===== config.mk =====
export PLATFORM = sky130hd
export DESIGN_NAME = ie_top
export DESIGN_NICKNAME = d
export VERILOG_FILES = /design/src/verilog/ie_pkg.sv /design/src/verilog/fetch2_packet_select.sv /design/src/verilog/ie_context_capture.sv /design/src/verilog/ie_packet_gen.sv /design/src/verilog/ie_sequencer.sv /design/src/verilog/ie_top.sv /design/src/verilog/ie_vector_calc.sv
export SDC_FILE = /design/constraint.sdc
export NUM_CORES = 1
export LEC_CHECK = 0
export ABC_AREA = 1
export BUFFER_PORTS_ARGS = -buffer_cell sky130_fd_sc_hd__buf_2
export CAP_MARGIN = 20
export CORE_AREA = 2 2 146 219
export DETAILED_ROUTE_END_ITERATION = 12
export DIE_AREA = 0 0 148 221
export PLACE_DENSITY = 0.66
export SLEW_MARGIN = 40
export SYNTH_ARGS = -nofsm -noshare
export SYNTH_HDL_FRONTEND = slang
export SYNTH_SLANG_ARGS = --single-unit

===== constraint.sdc =====
create_clock -name clk -period 17.36 [get_ports clk]
set_input_delay 3.472 -clock clk [delete_from_list [all_inputs] [get_ports clk]]
set_output_delay 3.472 -clock clk [all_outputs]
set_load 0.01 [all_outputs]

===== src/verilog/ie_pkg.sv =====
package ie_pkg;

    localparam int ADDR_W    = 32;
    localparam int EIP_W     = 32;
    localparam int EFLAGS_W  = 18;
    localparam int CS_W      = 16;
    localparam int TYPE_W    = 3;
    localparam int VECTOR_W  = 8;
    localparam int PACKET_W  = 128;

    typedef logic [ADDR_W-1:0]   addr_t;
    typedef logic [EIP_W-1:0]    eip_t;
    typedef logic [EFLAGS_W-1:0] eflags_t;
    typedef logic [CS_W-1:0]     cs_t;
    typedef logic [TYPE_W-1:0]   ie_type_t;   // [0] protection, [1] page fault, [2] interrupt
    typedef logic [VECTOR_W-1:0] vector_t;
    typedef logic [PACKET_W-1:0] packet_t;    // opcode left aligned, zero filled

    localparam vector_t VEC_PROTECTION = 8'd13;
    localparam vector_t VEC_PAGE_FAULT = 8'd14;
    localparam vector_t VEC_INTERRUPT  = 8'd15;

    localparam int IDT_ENTRY_BYTES    = 8;   // one gate descriptor
    localparam int SECOND_WORD_OFFSET = 4;

    // injected instruction encodings
    localparam logic [7:0]  OP_PUSH_IMM    = 8'h68;
    localparam logic [15:0] OP_MOV_ECX_MEM = 16'h8b0d;
    localparam logic [15:0] OP_MOV_EDX_MEM = 16'h8b15;
    localparam logic [23:0] OP_XCHG_CX_DX  = 24'h6687d1;
    localparam logic [23:0] OP_SAR_ECX_4   = 24'hc1f904;
    localparam logic [23:0] OP_MOV_CS_CX   = 24'h668ec9;
    localparam logic [15:0] OP_JMP_EDX     = 16'hffe2;
    localparam logic [7:0]  OP_RET_FAR     = 8'hcb;
    localparam logic [7:0]  OP_POP_EFLAGS  = 8'h59;    // pops into ecx, consumer loads eflags

    typedef enum logic [3:0] {
        IDLE,
        ENTRY_FLUSH,
        PUSH_CS,
        PUSH_EIP,
        PUSH_EFLAGS,
        LOAD_OFFSET,
        LOAD_SELECTOR,
        SWAP,
        SHIFT,
        LOAD_CS,
        JUMP,
        WAIT_ENTRY,     // final switch wait, shared by entry and return
        SERVICE,
        RET_FLUSH,
        RET_FAR,
        POP_FLAGS
    } seq_state_e;

    typedef struct packed {
        eip_t    eip;
        eflags_t eflags;
        cs_t     cs;
    } wb_ctx_s;

    typedef struct packed {
        addr_t entry_addr;
        addr_t entry_addr4;
    } idt_entry_s;

endpackage


===== src/verilog/fetch2_packet_select.sv =====
`timescale 1ns/1ps

module fetch2_packet_select (
    input  logic            clk,
    input  logic            arst_n,
    input  logic            enable,
    input  logic            rrag_stall,
    input  logic            inject,
    input  ie_pkg::packet_t idt_packet,
    input  ie_pkg::packet_t ibuff_packet,
    output ie_pkg::packet_t fetch_packet,
    output logic            fetch_from_idt
);

    logic load;

    assign load = enable && !rrag_stall;   // hold under back-pressure

    // source flag
    always_ff @(posedge clk or negedge arst_n) begin
        if (!arst_n) begin
            fetch_from_idt <= 1'b0;
        end else if (load) begin
            fetch_from_idt <= inject;
        end
    end

    // packet payload
    always_ff @(posedge clk) begin
        if (load) begin
            fetch_packet <= inject ? idt_packet : ibuff_packet;
        end
    end

endmodule


===== src/verilog/ie_context_capture.sv =====
`timescale 1ns/1ps

module ie_context_capture (
    input  logic               clk,
    input  logic               ld_info,
    input  ie_pkg::wb_ctx_s    wb_ctx,
    input  ie_pkg::idt_entry_s entry,
    output ie_pkg::wb_ctx_s    ctx_q,
    output ie_pkg::idt_entry_s entry_q
);

    // writeback context of the instruction that faults
    // reloaded every idle cycle, frozen once the sequence starts
    always_ff @(posedge clk) begin
        if (ld_info) begin
            ctx_q <= wb_ctx;
        end
    end

    // gate addresses for the two MOV packets
    always_ff @(posedge clk) begin
        if (ld_info) begin
            entry_q <= entry;
        end
    end

endmodule


===== src/verilog/ie_packet_gen.sv =====
`timescale 1ns/1ps

module ie_packet_gen (
    input  ie_pkg::seq_state_e state,
    input  ie_pkg::wb_ctx_s    ctx_q,
    input  ie_pkg::idt_entry_s entry_q,
    output ie_pkg::packet_t    idt_packet,
    output logic               inject
);

    // immediates go out little endian
    function automatic logic [31:0] swap32(input logic [31:0] w);
        swap32 = {w[7:0], w[15:8], w[23:16], w[31:24]};
    endfunction

    function automatic ie_pkg::packet_t push_packet(input logic [31:0] imm);
        push_packet = '0;
        push_packet[ie_pkg::PACKET_W-1 -: 40] = {ie_pkg::OP_PUSH_IMM, swap32(imm)};
    endfunction

    function automatic ie_pkg::packet_t mov_packet(input logic [15:0] op, input ie_pkg::addr_t a);
        mov_packet = '0;
        mov_packet[ie_pkg::PACKET_W-1 -: 48] = {op, swap32(a)};
    endfunction

    always_comb begin
        idt_packet = '0;
        inject     = 1'b1;
        case (state)
            ie_pkg::PUSH_CS:       idt_packet = push_packet(32'(ctx_q.cs));
            ie_pkg::PUSH_EIP:      idt_packet = push_packet(ctx_q.eip);
            ie_pkg::PUSH_EFLAGS:   idt_packet = push_packet(32'(ctx_q.eflags));
            ie_pkg::LOAD_OFFSET: begin
                idt_packet = mov_packet(ie_pkg::OP_MOV_ECX_MEM, entry_q.entry_addr);
            end
            ie_pkg::LOAD_SELECTOR: begin
                idt_packet = mov_packet(ie_pkg::OP_MOV_EDX_MEM, entry_q.entry_addr4);
            end
            ie_pkg::SWAP:    idt_packet[ie_pkg::PACKET_W-1 -: 24] = ie_pkg::OP_XCHG_CX_DX;
            ie_pkg::SHIFT:   idt_packet[ie_pkg::PACKET_W-1 -: 24] = ie_pkg::OP_SAR_ECX_4;
            ie_pkg::LOAD_CS: idt_packet[ie_pkg::PACKET_W-1 -: 24] = ie_pkg::OP_MOV_CS_CX;
            ie_pkg::JUMP:    idt_packet[ie_pkg::PACKET_W-1 -: 16] = ie_pkg::OP_JMP_EDX;
            ie_pkg::RET_FAR: idt_packet[ie_pkg::PACKET_W-1 -: 8]  = ie_pkg::OP_RET_FAR;
            ie_pkg::POP_FLAGS: begin
                idt_packet[ie_pkg::PACKET_W-1 -: 8] = ie_pkg::OP_POP_EFLAGS;
            end
            default: inject = 1'b0;    // ibuff owns fetch
        endcase
    end

endmodule


===== src/verilog/ie_sequencer.sv =====
`timescale 1ns/1ps

module ie_sequencer (
    input  logic               clk,
    input  logic               arst_n,
    input  logic               enable,
    input  logic               ie_req,
    input  logic               is_iretd,
    input  logic               rrag_stall,
    input  logic               final_switch_wb,
    output ie_pkg::seq_state_e state,
    output logic               ld_info,
    output logic               flush_pipe,
    output logic               ld_eip,
    output logic               is_pop_eflags,
    output logic               servicing_ie,
    output logic               switching,
    output logic               invalidate_fetch
);

    ie_pkg::seq_state_e next_state;
    logic               final_switch_q;   // registered final_switch_wb
    logic               returning;        // set while on the iretd path
    logic               advance;

    assign advance = enable && !rrag_stall;

    always_ff @(posedge clk or negedge arst_n) begin
        if (!arst_n) begin
            state          <= ie_pkg::IDLE;
            returning      <= 1'b0;
            final_switch_q <= 1'b0;
        end else begin
            if (enable) begin
                final_switch_q <= final_switch_wb;
            end
            if (advance) begin
                state <= next_state;
                if (next_state == ie_pkg::RET_FLUSH) begin
                    returning <= 1'b1;
                end else if (next_state == ie_pkg::IDLE) begin
                    returning <= 1'b0;
                end
            end
        end
    end

    always_comb begin
        next_state = state;
        case (state)
            ie_pkg::IDLE: begin
                if (ie_req) begin
                    next_state = ie_pkg::ENTRY_FLUSH;
                end
            end
            ie_pkg::ENTRY_FLUSH:   next_state = ie_pkg::PUSH_CS;
            ie_pkg::PUSH_CS:       next_state = ie_pkg::PUSH_EIP;
            ie_pkg::PUSH_EIP:      next_state = ie_pkg::PUSH_EFLAGS;
            ie_pkg::PUSH_EFLAGS:   next_state = ie_pkg::LOAD_OFFSET;
            ie_pkg::LOAD_OFFSET:   next_state = ie_pkg::LOAD_SELECTOR;
            ie_pkg::LOAD_SELECTOR: next_state = ie_pkg::SWAP;
            ie_pkg::SWAP:          next_state = ie_pkg::SHIFT;
            ie_pkg::SHIFT:         next_state = ie_pkg::LOAD_CS;
            ie_pkg::LOAD_CS:       next_state = ie_pkg::JUMP;
            ie_pkg::JUMP:          next_state = ie_pkg::WAIT_ENTRY;
            ie_pkg::WAIT_ENTRY: begin
                // leave once the switching instruction retires
                if (final_switch_q) begin
                    next_state = returning ? ie_pkg::IDLE : ie_pkg::SERVICE;
                end
            end
            ie_pkg::SERVICE: begin
                if (is_iretd) begin
                    next_state = ie_pkg::RET_FLUSH;
                end
            end
            ie_pkg::RET_FLUSH:     next_state = ie_pkg::RET_FAR;
            ie_pkg::RET_FAR:       next_state = ie_pkg::POP_FLAGS;
            ie_pkg::POP_FLAGS:     next_state = ie_pkg::WAIT_ENTRY;
        endcase
    end

    // control decode, all from the current state
    assign ld_info       = (state == ie_pkg::IDLE);
    assign flush_pipe    = (state == ie_pkg::ENTRY_FLUSH) || (state == ie_pkg::RET_FLUSH);
    assign is_pop_eflags = (state == ie_pkg::POP_FLAGS);

    // eip reload in idle, at the jump into the handler and on ret far
    assign ld_eip = (state == ie_pkg::IDLE) || (state == ie_pkg::JUMP) ||
                    (state == ie_pkg::RET_FAR);

    assign servicing_ie = !((state == ie_pkg::IDLE) || (state == ie_pkg::ENTRY_FLUSH));
    assign switching    = !((state == ie_pkg::IDLE) || (state == ie_pkg::SERVICE));

    // fetch is junk until the final switch instruction reaches writeback
    assign invalidate_fetch = (state == ie_pkg::WAIT_ENTRY) && !final_switch_q;

endmodule


===== src/verilog/ie_top.sv =====
`timescale 1ns/1ps

module ie_top (
    input  logic             clk,
    input  logic             arst_n,
    input  logic             enable,
    input  logic             ie_req,
    input  ie_pkg::ie_type_t ie_type,
    input  ie_pkg::addr_t    idt_base,
    input  ie_pkg::wb_ctx_s  wb_ctx,
    input  logic             is_iretd,
    input  logic             rrag_stall,
    input  logic             final_switch_wb,
    input  ie_pkg::packet_t  ibuff_packet,
    output ie_pkg::packet_t  fetch_packet,
    output logic             fetch_from_idt,
    output logic             flush_pipe,
    output logic             ld_eip,
    output logic             is_pop_eflags,
    output logic             servicing_ie,
    output logic             switching,
    output logic             invalidate_fetch
);

    ie_pkg::idt_entry_s entry;
    ie_pkg::idt_entry_s entry_q;
    ie_pkg::wb_ctx_s    ctx_q;
    ie_pkg::seq_state_e state;
    ie_pkg::packet_t    idt_packet;
    logic               ld_info;
    logic               inject;

    ie_vector_calc i_vector_calc (
        .ie_type (ie_type),
        .idt_base(idt_base),
        .entry   (entry)
    );

    // info registers freeze with the rest of the block
    ie_context_capture i_context_capture (
        .clk    (clk),
        .ld_info(ld_info && enable),
        .wb_ctx (wb_ctx),
        .entry  (entry),
        .ctx_q  (ctx_q),
        .entry_q(entry_q)
    );

    ie_sequencer i_sequencer (
        .clk             (clk),
        .arst_n          (arst_n),
        .enable          (enable),
        .ie_req          (ie_req),
        .is_iretd        (is_iretd),
        .rrag_stall      (rrag_stall),
        .final_switch_wb (final_switch_wb),
        .state           (state),
        .ld_info         (ld_info),
        .flush_pipe      (flush_pipe),
        .ld_eip          (ld_eip),
        .is_pop_eflags   (is_pop_eflags),
        .servicing_ie    (servicing_ie),
        .switching       (switching),
        .invalidate_fetch(invalidate_fetch)
    );

    ie_packet_gen i_packet_gen (
        .state     (state),
        .ctx_q     (ctx_q),
        .entry_q   (entry_q),
        .idt_packet(idt_packet),
        .inject    (inject)
    );

    fetch2_packet_select i_fetch2_select (
        .clk           (clk),
        .arst_n        (arst_n),
        .enable        (enable),
        .rrag_stall    (rrag_stall),
        .inject        (inject),
        .idt_packet    (idt_packet),
        .ibuff_packet  (ibuff_packet),
        .fetch_packet  (fetch_packet),
        .fetch_from_idt(fetch_from_idt)
    );

endmodule


===== src/verilog/ie_vector_calc.sv =====
`timescale 1ns/1ps

module ie_vector_calc (
    input  ie_pkg::ie_type_t   ie_type,
    input  ie_pkg::addr_t      idt_base,
    output ie_pkg::idt_entry_s entry
);

    ie_pkg::vector_t vector;
    ie_pkg::addr_t   gate_offset;
    ie_pkg::addr_t   entry_addr;

    // lowest set type bit wins
    always_comb begin
        if (ie_type[0]) begin
            vector = ie_pkg::VEC_PROTECTION;
        end else if (ie_type[1]) begin
            vector = ie_pkg::VEC_PAGE_FAULT;
        end else if (ie_type[2]) begin
            vector = ie_pkg::VEC_INTERRUPT;
        end else begin
            vector = '0;    // no fault, address unused
        end
    end

    // each gate is eight bytes wide
    assign gate_offset = ie_pkg::addr_t'(vector) * ie_pkg::addr_t'(ie_pkg::IDT_ENTRY_BYTES);
    assign entry_addr  = idt_base + gate_offset;

    assign entry.entry_addr  = entry_addr;
    assign entry.entry_addr4 = entry_addr + ie_pkg::addr_t'(ie_pkg::SECOND_WORD_OFFSET);   // selector word

endmodule

======== Word level (Yosys, flattened, before mapping) ========
Cells that the tools add are included.
operators by class
  $add $sub $neg .......................... 2
  equality and inequality tests ........... 16
  reductions and logical operators ........ 21
  multiplexer cells ....................... 16
operators with widths
  cell                                                                   number
  104-bit one-hot mux with 4 select lines                                1
  128-bit 2-to-1 mux                                                     1
  8-bit one-hot mux with 9 select lines                                  1
  8-bit one-hot mux with 8 select lines                                  1
  4-bit one-hot mux with 15 select lines                                 1
  8-bit one-hot mux with 7 select lines                                  1
  4-bit equality test, second input constant                             9
  32-bit by 11-bit adder with 32-bit output                              1
  32-bit by 3-bit adder with 32-bit output, second input constant        1
  4-bit 2-to-1 mux                                                       5
  4-bit by 3-bit equality test with 1-bit output, second input constant  4
  8-bit 2-to-1 mux                                                       2
  11-bit OR reduction                                                    1
  4-bit by 2-bit equality test with 1-bit output, second input constant  2
  4-bit zero test                                                        2
  2-bit OR reduction                                                     3
  1-bit logical OR                                                       5
  4-bit by 1-bit equality test with 1-bit output, second input constant  1
  1-bit zero test                                                        4
  1-bit logical AND                                                      3
  1-bit 2-to-1 mux                                                       3
  3-bit OR reduction                                                     1
  2-bit AND reduction                                                    1
  2-bit nonzero test                                                     1
word-level totals
  output and inout port bits .............. 135
  word-level logic and storage cells ...... 65
  flip-flop bits (word level) ............. 265
  input port bits ......................... 236

======== Depth between registers and ports, before layout ========
Gate-level depths: netlist (run 1).
  depth in word-level cells ............... 6
  gate-level depth with buffers ........... 19
  gate-level depth less buffers ........... 18

======== Hierarchy ========
A second synthesis (run 1) with hierarchy kept.
unflattened totals
  cell total of the unflattened synthesis .. 1617
  area, all modules ....................... 14238.7 um^2
modules (own cells, without submodules)
  module                times used  cells an instance  seq. area each (um^2)  area each (um^2)
  fetch2_packet_select  1           547                3868.7                 5649.2
  ie_context_capture    1           130                3903.7                 3903.7
  ie_vector_calc        1           478                0.0                    2301.0
  ie_packet_gen         1           387                0.0                    1925.6
  ie_sequencer          1           73                 150.1                  451.7
  ie_top                1           2                  0.0                    7.5

======== Worst setup path before layout (run 1) ========
Ideal clock, no wire load.
  path type ............................... input to register
  start ................................... in enable
  end ..................................... reg i_sequencer.returning
  buffers on the path ..................... 0
  library setup time ...................... 0.065 ns
  data required time ...................... 17.295 ns
  arrival time ............................ 10.151 ns
  slack ................................... 7.144 ns
  cell stages on the path ................. 6
  cell sequence ........................... inv_1 nor2_1 nand3_1 nor3_1 nor3b_1 o22a_1
between the ends
  longest elaborated chain between the ends .. 2
ends and longest elaborated chain
  item                           line                        source
  start, declared                ie_top.sv:6                 input logic enable,
  1-bit logical AND              --
  net i_fetch2_select.load       fetch2_packet_select.sv:15  logic load;
  2-bit AND reduction (no line)  --
  end signal, assigned           ie_sequencer.sv:31          returning <= 1'b0;
  end signal, assigned           ie_sequencer.sv:40          returning <= 1'b1;
  end signal, assigned           ie_sequencer.sv:42          returning <= 1'b0;
  end, declared                  ie_sequencer.sv:23          logic returning;
The timed path passes the listed nets, and every way through them passes these cells.
A chain may end at the register's enable or synchronous reset.

==> out/results.tsv, run 1 <==
metric	value	unit
TritonRoute pass-1 iters	5	
CP max stage delay	0.46	ns
headroom to the max-slew limit	48.0	%
cell count along the critical path	17	
pin count of the biggest net entering global routing	100	
number of cell rows	79	
number of antenna violations at the first check in global routing	8	
sort of element at the end of the critical path	flip-flop	
number of pins exceeding their max-slew limit in the final report	0	
via density per instance	4.88	
Overflow after GRT	0	
setup repair after global routing missed its margin	false	
sequential cell area	7860	um^2
CTS tree	yes	
power density over the cells	146	nW/um^2
CTS clock-pin slew for the worst setup and hold paths	0.07	ns
top cells by count, synth	sky130_fd_sc_hd__edfxtp_1, sky130_fd_sc_hd__nand2_1, sky130_fd_sc_hd__inv_1	
number of instances in the synthesized netlist	1193	
min-delay worst type	flip-flop to flip-flop	
biggest fanout along the worst timing path	7	
Required @ worst endpoint	17.65	ns
library cell occupying the most area in the post-synthesis netlist	sky130_fd_sc_hd__edfxtp_1	
Setup-failing EPs final	0	
global-route wire length before repair	53600	um
insertion delay of the later-clocked pin in the worst-skew pair	0.54	ns
Critical path buffers and inverters	2	
area share of the leading cell type in the synthesized netlist	63.3	%
Filler Cells Inserted	2901	
floorplan die height	221	um
post-synthesis net count	1435	
number of antenna-violating nets in the routed design	0	
crit start category	input port	
clock period minus final worst setup slack	5.78	ns
cell repeated most along the worst path	sky130_fd_sc_hd__nand2_1	
Worst Tran Pin Value	0.780	ns
worst clock skew	0.0225	ns
Floorplan Core Area	30800	um^2
overall routing resource usage	21.5	%
Setup Buffers After CTS	0	
total wirelength of the detailed-routed design	35900	um
register-to-register setup slack	14.52	ns
most common flop cell mapped by yosys	sky130_fd_sc_hd__edfxtp_1	
Clock Sinks	263	
maximum VDD drop	126	uV
number of port buffers	370	
max-cap check violation count	0	
CP Cell Sequence	buf_2 > inv_1 > o21ai_0 > ha_1 > fa_1 > nand3_1 > nand3_2 > nand2_1 > nand2_1 > nand2_1 > nand3_1 > nor2_1 > nand2_1 > nor2_1 > nand3_1 > nand2_1 > nand2_1	
HPWL after detailed placement	27500	um
routed length per placed instance	17.9	um
Lkg Pwr	6.97	nW
Worst setup startpoint	ie_type[2]	
area overhead of the layout relative to synthesis	27.3	%
final clock period utilization by the worst path	33.3	%
area of combinational cells with multiple inputs	3430	um^2
endpoint of the lowest-slack register-to-register path	i_fetch2_select.fetch_packet[49]	
Setup crit end	i_context_capture.entry_q[31]	
clk root buf	sky130_fd_sc_hd__clkbuf_16	
CP arrival	6.06	ns
RD Place Congestion	0.887	
status	finished clean	
clock tree buffer depth	3	
reg-to-reg critical path startpoint	i_sequencer.state[0]	
number of DRC violations after detailed routing	0	
share of flip-flops with an asynchronous set or reset	2.66	%
number of DRC markers after the initial detailed-route iteration	594	
count of cells resized by post-cts repair	0	
Via Count	9777	
maximum clock frequency	173	MHz
EDFF count, synth	256	
CTS Hold Buffers Added	0	
IO Pins	371	
post-layout net count	1813	
Inserted Clock Buffers	24	
cell with the largest stage delay on the worst path	sky130_fd_sc_hd__fa_1	
setup TNS after final layout	0	ns
most frequent cell after synthesis	sky130_fd_sc_hd__edfxtp_1	
number of distinct library cell variants in the gate-level netlist after synthesis	42	
count of cells along the worst register-to-register path	8	
PnR Total Power	2.25	mW
Max H-tree Level	1	
proportion of synthesized chip area in sequential cells	64.7	%
total of flip-flops plus latches after synthesis	263	
Initial Util	39.4	%
mean post-synth cell area	10.2	um^2
cell area after technology mapping	12100	um^2
critical path type	input port to flip-flop	
width of the die	148	um
total die area	32700	um^2
vias in the first global route	9652	
final number of hold-violating endpoints	0	
largest cells by area after synthesis	sky130_fd_sc_hd__edfxtp_1, sky130_fd_sc_hd__nand2_1, sky130_fd_sc_hd__inv_1, sky130_fd_sc_hd__nor2_1, sky130_fd_sc_hd__nand3_1	
synth warn	0	
largest delay contributor family on the critical path	simple AND/OR/NAND/NOR gates	
share of post-route cells with drive strength above 1	29.3	%
==> stage by stage <==
| step | instance area [um^2] | util (%) | hold WS [ns] | worst slack (ns) | instances |
|---|---|---|---|---|---|
| after detailed placement | 14500 | 47.1 | 0.474 | 11.05 | 1950 |
| after global routing | 15500 | 50.1 | 0.530 | 11.27 | 2002 |
| after floorplan | 12100 | - | 0.482 | 7.14 | 1193 |
| final | 15500 | 50.1 | 0.486 | 11.58 | 2003 |
| after CTS | 15400 | 50.1 | 0.490 | 11.62 | 1994 |
| after global placement | 14500 | 47.0 | 0.464 | 11.16 | 1950 |
==> layout by cell type (no fill, tap or decap), types with 10 or more instances in the layout <==
cell,count
sky130_fd_sc_hd__a22o_1,14
sky130_fd_sc_hd__nor2_1,173
sky130_fd_sc_hd__o21ai_0,24
sky130_fd_sc_hd__xor2_1,15
sky130_fd_sc_hd__nor2_2,11
sky130_fd_sc_hd__edfxtp_1,256
sky130_fd_sc_hd__clkbuf_16,24
sky130_fd_sc_hd__inv_1,199
sky130_fd_sc_hd__buf_2,370
sky130_fd_sc_hd__a221oi_1,10
sky130_fd_sc_hd__a21oi_1,19
sky130_fd_sc_hd__o2111ai_1,12
sky130_fd_sc_hd__nand2_1,241
sky130_fd_sc_hd__nand4_1,38
sky130_fd_sc_hd__nand3_1,78
==> worst reg2reg max path: cells and delay by family, from the launching register on <==
kind,cells,cell delay [ns]
and+or+nand+nor,5,1.50
DFF,1,0.47
buffers and inverters,3,0.67
==> worst min-delay path by stage <==
| stage | start | to | cells past startpoint |
|---|---|---|---|
| final | i_fetch2_select.fetch_from_idt | i_fetch2_select.fetch_from_idt | 2 |
| after global routing | i_fetch2_select.fetch_from_idt | i_fetch2_select.fetch_from_idt | 2 |
| after CTS | i_fetch2_select.fetch_from_idt | i_fetch2_select.fetch_from_idt | 2 |
| after detailed placement | i_fetch2_select.fetch_from_idt | i_fetch2_select.fetch_from_idt | 2 |
| after global placement | i_fetch2_select.fetch_from_idt | i_fetch2_select.fetch_from_idt | 2 |
| after floorplan | i_sequencer.returning | i_sequencer.returning | 1 |
==> final cells by class <==
cell class,count,area share (%)
antenna,9,0.146
clock buffer,27,3.96
clock inverter,17,1.95
inverter,206,5.00
multi-input combinational,694,22.2
sequential,263,50.9
tap,405,3.28
timing repair buffer,382,12.6
==> metal layers <==
metal	up-vias	routed length, um	track usage, %	share of wire (%)
li1	4744	-	-	-
met2	394	19600	40.8	55
met1	4573	12700	23.6	35
met5	-	0	0	0
met3	66	2190	2.62	6.1
met4	0	1340	9.40	3.7
==> flip-flops by register name, summed over array words and instances, names as in the netlist <==
signal / count
i_context_capture.ctx_q: 66
i_context_capture.entry_q: 62
i_fetch2_select.fetch_from_idt: 1
i_fetch2_select.fetch_packet: 128
i_sequencer.final_switch_q: 1
i_sequencer.returning: 1
i_sequencer.state: 4
==> power by group <==
group	switching [mW]	internal (mW)	leakage, nW
clock network	0.236	0.375	0.447
logic	0.485	0.214	4.04
registers	0.0371	0.902	2.48
==> cell families after synthesis <==
kind of cell | Yosys count | share of synthesized area [%]
XOR/XNOR | 19 | 1.43
flip-flops | 263 | 64.7
adder cells (fa/ha/maj) | 6 | 0.680
AO/OA/AOI/OAI | 88 | 4.91
AND/OR/NAND/NOR | 581 | 20.9
buffers and inverters | 236 | 7.38
No activity file was read; power rests on OpenSTA's default activity.
==> run 2: changes to the inputs <==
--- a/config.mk
+++ b/config.mk
@@ -5,13 +5,13 @@
 export SDC_FILE = /design/constraint.sdc
 export NUM_CORES = 1
 export LEC_CHECK = 0
-export ABC_AREA = 1
+export ABC_AREA = 0
 export BUFFER_PORTS_ARGS = -buffer_cell sky130_fd_sc_hd__buf_2
 export CAP_MARGIN = 20
-export CORE_AREA = 2 2 146 219
+export CORE_AREA = 2 2 142 213
 export DETAILED_ROUTE_END_ITERATION = 12
-export DIE_AREA = 0 0 148 221
-export PLACE_DENSITY = 0.66
+export DIE_AREA = 0 0 144 215
+export PLACE_DENSITY = 0.67
 export SLEW_MARGIN = 40
 export SYNTH_ARGS = -nofsm -noshare
 export SYNTH_HDL_FRONTEND = slang
==> constraint.sdc (replaced) <==
create_clock -name clk -period 5.9 [get_ports clk]
set_input_delay 1.18 -clock clk [delete_from_list [all_inputs] [get_ports clk]]
set_output_delay 1.18 -clock clk [all_outputs]
set_load 0.01 [all_outputs]
==> out/results.tsv, run 2 <==
metric	value	unit	change
largest cells by area after synthesis	sky130_fd_sc_hd__edfxtp_1, sky130_fd_sc_hd__and2_1, sky130_fd_sc_hd__nand2_1, sky130_fd_sc_hd__a222oi_1, sky130_fd_sc_hd__xnor2_1		
floorplan die height	215	um	-2.7%
most common flop cell mapped by yosys	sky130_fd_sc_hd__edfxtp_1		
pin count of the biggest net entering global routing	99		-1.0%
clock tree buffer depth	3		unchanged
global-route wire length before repair	48100	um	-10%
final clock period utilization by the worst path	76.2	%	
number of distinct library cell variants in the gate-level netlist after synthesis	70		+67%
least setup slack across all paths after layout	1.41	ns	-10.18 ns
number of instances in the synthesized netlist	872		-27%
reg-to-reg critical path startpoint	i_sequencer.state[2]		
switching power total	2.02	mW	+170%
width of the die	144	um	-2.7%
proportion of synthesized chip area in sequential cells	68.2	%	+3.5 points
number of antenna-violating nets in the routed design	0		unchanged
Max H-tree Level	1		unchanged
highest-count cells in the layout ignoring fill and taps	sky130_fd_sc_hd__buf_2, sky130_fd_sc_hd__edfxtp_1, sky130_fd_sc_hd__nand2_1		
count of cells resized by post-cts repair	0		unchanged
most frequent cell after synthesis	sky130_fd_sc_hd__edfxtp_1		
proportion of power drawn by the clock network	27.3	%	about the same
CTS tree	yes		
headroom to the max-slew limit	51.5	%	+3.5 points
synth warn	0		unchanged
post-layout net count	1484		-18%
total of flip-flops plus latches after synthesis	263		unchanged
Floorplan Core Area	29200	um^2	-5.3%
share of flip-flops with an asynchronous set or reset	2.66	%	unchanged
CTS Hold Buffers Added	0		unchanged
mean post-synth cell area	13.2	um^2	+30%
most common cell after layout, fill and taps aside	sky130_fd_sc_hd__buf_2		
register with the most flip-flops	i_fetch2_select.fetch_packet		
clk root buf	sky130_fd_sc_hd__clkbuf_16		
number of DRC violations after detailed routing	0		unchanged
Required @ worst endpoint	6.17	ns	-11.48 ns
Lkg Pwr	5.85	nW	-16%
Initial Util	39.5	%	+0.11 points
number of cell rows	77		-2.5%
final worst hold slack	0.472	ns	-0.0137 ns
total wirelength of the detailed-routed design	32900	um	-8.4%
cell area after technology mapping	11500	um^2	-5.1%
fin util	50.6	%	+0.48 points
vias in the first global route	8392		-13%
Post-Place Cells	1607		-18%
Worst setup startpoint	ie_type[1]		
via density per instance	5.12		+4.8%
total die area	31000	um^2	-5.3%
post-synthesis net count	1114		-22%
Inserted Clock Buffers	26		+8.3%
sort of element at the end of the critical path	flip-flop		
number of DRC markers after the initial detailed-route iteration	598		+0.67%
min-delay worst type	input port to asynchronous set/reset pin		
area share of the leading cell type in the synthesized netlist	66.7	%	+3.4 points
Clock Sinks	263		unchanged
logic gate share of total power	31.1	%	about the same
setup TNS after final layout	0	ns	unchanged
EDFF count, synth	256		unchanged
biggest fanout along the worst timing path	8		+1
insertion delay of the later-clocked pin in the worst-skew pair	0.54	ns	about the same
count of placed standard cells in the final layout, fillers left out	1664		-17%
critical path type	input port to flip-flop		
worst clock skew	0.0167	ns	-0.00580 ns
Worst Tran Pin Value	0.728	ns	-0.0520 ns
Overflow after GRT	0		unchanged
Via Count	8513		-13%
crit start category	input port		
setup repair after global routing missed its margin	false		
overall routing resource usage	20.6	%	-0.91 points
maximum VDD drop	280	uV	+120%
IO Pins	371		unchanged
CTS clock-pin slew for the worst setup and hold paths	0.06	ns	about the same
final number of hold-violating endpoints	0		unchanged
biggest registers after layout	i_fetch2_select.fetch_packet: 128 flops, i_context_capture.ctx_q: 66 flops, i_context_capture.entry_q: 62 flops		
maximum clock frequency	223	MHz	
clock period minus final worst setup slack	4.49	ns	
Setup-failing EPs final	0		unchanged
library cell occupying the most area in the post-synthesis netlist	sky130_fd_sc_hd__edfxtp_1		
TritonRoute pass-1 iters	5		unchanged
number of pins exceeding their max-slew limit in the final report	0		unchanged
HPWL after detailed placement	24100	um	-12%
internal cell power	4.15	mW	+180%
area overhead of the layout relative to synthesis	28.2	%	
CP arrival	4.76	ns	-1.30 ns
Place WS	0.905	ns	-10.15 ns
number of flip-flops in the largest register	128		unchanged
number of port buffers	370		unchanged
share of post-route cells with drive strength above 1	35.7	%	+6.5 points
top cells by count, synth	sky130_fd_sc_hd__edfxtp_1, sky130_fd_sc_hd__nand2_1, sky130_fd_sc_hd__and2_1		
max-cap check violation count	0		unchanged
number of antenna violations at the first check in global routing	13		+5
status	finished clean		
routed length per placed instance	19.8	um	+10%
power density over the cells	418	nW/um^2	+190%
share of total power consumed by net switching	32.8	%	-0.95 points
RD Place Congestion	0.848		-4.3%
portion of total power attributed to sequential cells	41.6	%	about the same
Setup Buffers After CTS	0		unchanged
## run 2: cells by family (layout without fill, tap and decap cells)
family          count (synthesis)  in the layout  synth area share (%)
simple gates                  306            306                  13.9
flops                         263            263                  68.2
compound gates                166            166                  10.1
buf+inv                        74            464                  2.50
xor+xnor                       49             49                  3.79
fa+ha+maj                       9              9                 0.977
mux                             5              5                 0.456
other cells                     0              7                     0
## run 2: final cells by class
cell class / count / area (um^2)
diodes: 7 / 17.5
clock buffers: 35 / 716
clock inverters: 13 / 149
fillers: 2595 / 14400
inverters: 31 / 124
multi-input cells: 535 / 3420
flip-flops and latches: 263 / 7860
well taps: 395 / 494
repair buffers: 385 / 2000
## run 2: final timing paths
path                                                     to  slack, ns  cells after the start
min in group clk             i_fetch2_select.fetch_from_idt       0.50                      2
min reg2reg                  i_fetch2_select.fetch_from_idt       0.50                      2
min                          i_fetch2_select.fetch_from_idt       0.47                      1
max reg2reg                i_fetch2_select.fetch_packet[80]       2.64                      8
max                           i_context_capture.entry_q[30]       1.41                     11
max in group asynchronous        i_sequencer.final_switch_q       5.26                      1
## run 2: metrics by stage
step	cell area, um^2	power (mW)
detailed placement	13800	4.52
global placement	13800	4.49
CTS	14700	6.20
floorplan	11500	3.82
finish	14800	6.17
global route	14800	6.50
## run 2: per-layer routing
layer	wire length, um	track usage (%)	up-vias
met1	11400	22.3	4014
li1	-	-	4032
met5	80	0	-
met4	854	7.09	12
met3	2950	4.57	60
met2	17600	38.6	395
## run 2: power by group through the flow
| stage | Sequential, mW | Clock [mW] | Combinational [mW] |
|---|---|---|---|
| 2_1_floorplan | 2.68 | 0 | 1.13 |
| 3_3_place_gp | 2.60 | 0 | 1.88 |
| 4_1_cts | 2.57 | 1.72 | 1.92 |
| 3_5_place_dp | 2.61 | 0 | 1.91 |
| 6_report | 2.57 | 1.68 | 1.92 |
| 5_1_grt | 2.59 | 1.78 | 2.13 |
## run 2: critical path, stage by stage
cell and delay, ns:
sky130_fd_sc_hd__buf_2 0.11, sky130_fd_sc_hd__or3_1 0.40, sky130_fd_sc_hd__ha_1 0.37, sky130_fd_sc_hd__a21oi_1 0.36, sky130_fd_sc_hd__o22ai_2 0.12, sky130_fd_sc_hd__xor2_1 0.34, sky130_fd_sc_hd__and4_4 0.33, sky130_fd_sc_hd__or4b_4 0.50
sky130_fd_sc_hd__or3_1 0.54, sky130_fd_sc_hd__nor4b_2 0.40, sky130_fd_sc_hd__xor2_1 0.10
==> run 3: changes to the inputs <==
==> constraint.sdc (replaced) <==
create_clock -name clk -period 4.24 [get_ports clk]
set_input_delay 0.848 -clock clk [delete_from_list [all_inputs] [get_ports clk]]
set_output_delay 0.848 -clock clk [all_outputs]
set_load 0.01 [all_outputs]
==> out/results.tsv, run 3 (same netlist as run 2, synthesis figures left out) <==
metric	value	unit	change
CTS clock-pin slew for the worst setup and hold paths	0.07	ns	about the same
critical path type	input port to flip-flop		
Most Used Layer, Global Route	met2		
total wirelength of the detailed-routed design	33400	um	+1.5%
least setup slack across all paths after layout	0.343	ns	-1.06 ns
Required @ worst endpoint	4.52	ns	-1.65 ns
TritonRoute pass-1 iters	5		unchanged
Worst Tran Pin Value	0.701	ns	-0.0269 ns
min-delay worst type	input port to asynchronous set/reset pin		
CP arrival	4.18	ns	-0.58 ns
reg-to-reg critical path startpoint	i_sequencer.state[2]		
width of the die	144	um	unchanged
fin util	51.3	%	+0.71 points
pin count of the biggest net entering global routing	129		+30%
number of DRC violations after detailed routing	0		unchanged
number of DRC markers after the initial detailed-route iteration	583		-2.5%
setup TNS after final layout	0	ns	unchanged
cell with the largest stage delay on the worst path	sky130_fd_sc_hd__or3_1		
maximum VDD drop	306	uV	+9.4%
number of pins exceeding their max-slew limit in the final report	0		unchanged
IO Pins	371		unchanged
power density over the cells	578	nW/um^2	+38%
CP Cell Sequence	buf_2 > or3_1 > ha_1 > a21oi_1 > o22ai_2 > xor2_1 > and4_4 > or4b_4 > or3_1 > nor4b_2 > xor2_1		
number of port buffers	370		unchanged
Place WS	-0.177	ns	-1.08 ns
vias in the first global route	8602		+2.5%
final number of hold-violating endpoints	0		unchanged
clock tree buffer depth	3		unchanged
number of antenna violations at the first check in global routing	10		-3
area overhead of the layout relative to synthesis	30.0	%	
overall routing resource usage	21.0	%	+0.44 points
most common cell after layout, fill and taps aside	sky130_fd_sc_hd__buf_2		
Setup crit end	i_context_capture.entry_q[30]		
total die area	31000	um^2	unchanged
maximum clock frequency	257	MHz	
Overflow after GRT	0		unchanged
CTS tree	yes		
biggest fanout along the worst timing path	7		-1
floorplan die height	215	um	unchanged
clock period minus final worst setup slack	3.90	ns	
headroom to the max-slew limit	53.3	%	+1.8 points
via density per instance	5.08		-0.69%
biggest registers after layout	i_fetch2_select.fetch_packet: 128 flops, i_context_capture.ctx_q: 66 flops, i_context_capture.entry_q: 62 flops		
post-place instance area	14100	um^2	+1.7%
routed length per placed instance	19.8	um	about the same
endpoint of the lowest-slack register-to-register path	i_fetch2_select.fetch_packet[80]		
Via Count	8576		+0.74%
global-route wire length before repair	49200	um	+2.3%
count of cells resized by post-cts repair	0		unchanged
CTS Hold Buffers Added	0		unchanged
Max H-tree Level	1		unchanged
worst clock skew	0.00862	ns	-0.00808 ns
setup repair after global routing missed its margin	false		
Lkg Pwr	5.97	nW	+2.1%
number of cell rows	77		unchanged
CP max stage delay	0.50	ns	-0.04 ns
status	finished clean		
final clock period utilization by the worst path	91.9	%	
register-to-register setup slack	1.22	ns	-1.42 ns
number of flip-flops in the largest register	128		unchanged
final design area excluding fillers	15000	um^2	+1.4%
Floorplan Core Area	29200	um^2	unchanged
RD Place Congestion	0.906		+6.8%
Initial Util	39.5	%	unchanged
Setup-failing EPs final	0		unchanged
clk root buf	sky130_fd_sc_hd__clkbuf_16		
met1 Usage GRT	24.0	%	+1.6 points
max-cap check violation count	0		unchanged
global-route met3 utilization	3.34	%	-1.2 points
Inserted Clock Buffers	26		unchanged
HPWL after detailed placement	24500	um	+1.6%
sort of element at the end of the critical path	flip-flop		
register with the most flip-flops	i_fetch2_select.fetch_packet		
crit start category	input port		
Global Route met2 Usage	38.4	%	-0.16 points
Worst setup startpoint	ie_type[1]		
number of antenna-violating nets in the routed design	0		unchanged
count of cells along the worst register-to-register path	8		unchanged
Clock Sinks	263		unchanged
highest-count cells in the layout ignoring fill and taps	sky130_fd_sc_hd__buf_2, sky130_fd_sc_hd__edfxtp_1, sky130_fd_sc_hd__nand2_1		
post-layout net count	1508		+1.6%
final worst hold slack	0.124	ns	-0.348 ns
insertion delay of the later-clocked pin in the worst-skew pair	0.55	ns	about the same
share of post-route cells with drive strength above 1	36.8	%	+1.1 points
Setup Buffers After CTS	0		unchanged
## run 3: changes by cell type in the layout (fill, tap and decap cells not counted), sizes merged
cell	change
diode	+1
clkinvlp	-1
clkinv	+1
buf	+24
inv	-1
## run 3: worst min-delay path by stage
stage / start / end / slack [ns] / cells after the start
final: arst_n / i_sequencer.state[0] / 0.12 / 1
after global routing: arst_n / i_sequencer.returning / 0.13 / 1
after CTS: arst_n / i_sequencer.returning / 0.11 / 1
after detailed placement: i_fetch2_select.fetch_from_idt / i_fetch2_select.fetch_from_idt / 0.47 / 2
after global placement: i_fetch2_select.fetch_from_idt / i_fetch2_select.fetch_from_idt / 0.47 / 2
after floorplan: i_context_capture.ctx_q[54] / i_fetch2_select.fetch_packet[100] / 0.51 / 2
## run 3: layout make-up
class                   instances  area, um^2
fillers                      2594       14200
multi-input cells             535        3420
flip-flops and latches        263        7860
well taps                     395         494
diodes                          8        20.0
clock buffers                  35         727
inverters                      31         120
clock inverters                12         156
repair buffers                409        2180
## run 3: through the flow
stage | cells | power [mW]
finish | 1688 | 8.66
global route | 1686 | 9.11
CTS | 1680 | 8.75
detailed placement | 1633 | 6.35
global placement | 1633 | 6.28
floorplan | 872 | 5.29
## run 3: critical path: cells and delay by family
| family | cells | cell delay [ns] |
|---|---|---|
| AOI/OAI and AO/OA | 2 | 0.56 |
| buffers and inverters | 1 | 0.12 |
| xor gates and xnor gates | 2 | 0.34 |
| adders and majority gates | 1 | 0.35 |
| and+or+nand+nor | 5 | 1.97 |
## run 3: power by group
part           switching (mW)  total [mW]  internal, mW
logic                    1.66        2.64         0.979
clock network           0.999        2.39          1.40
registers               0.165        3.62          3.46
## run 3: layer usage
| layer | wire length, um | vias to the layer above |
|---|---|---|
| met5 | 26 | - |
| met4 | 1110 | 4 |
| met3 | 2250 | 70 |
| met2 | 17800 | 346 |
| met1 | 12200 | 4085 |
| li1 | - | 4071 |
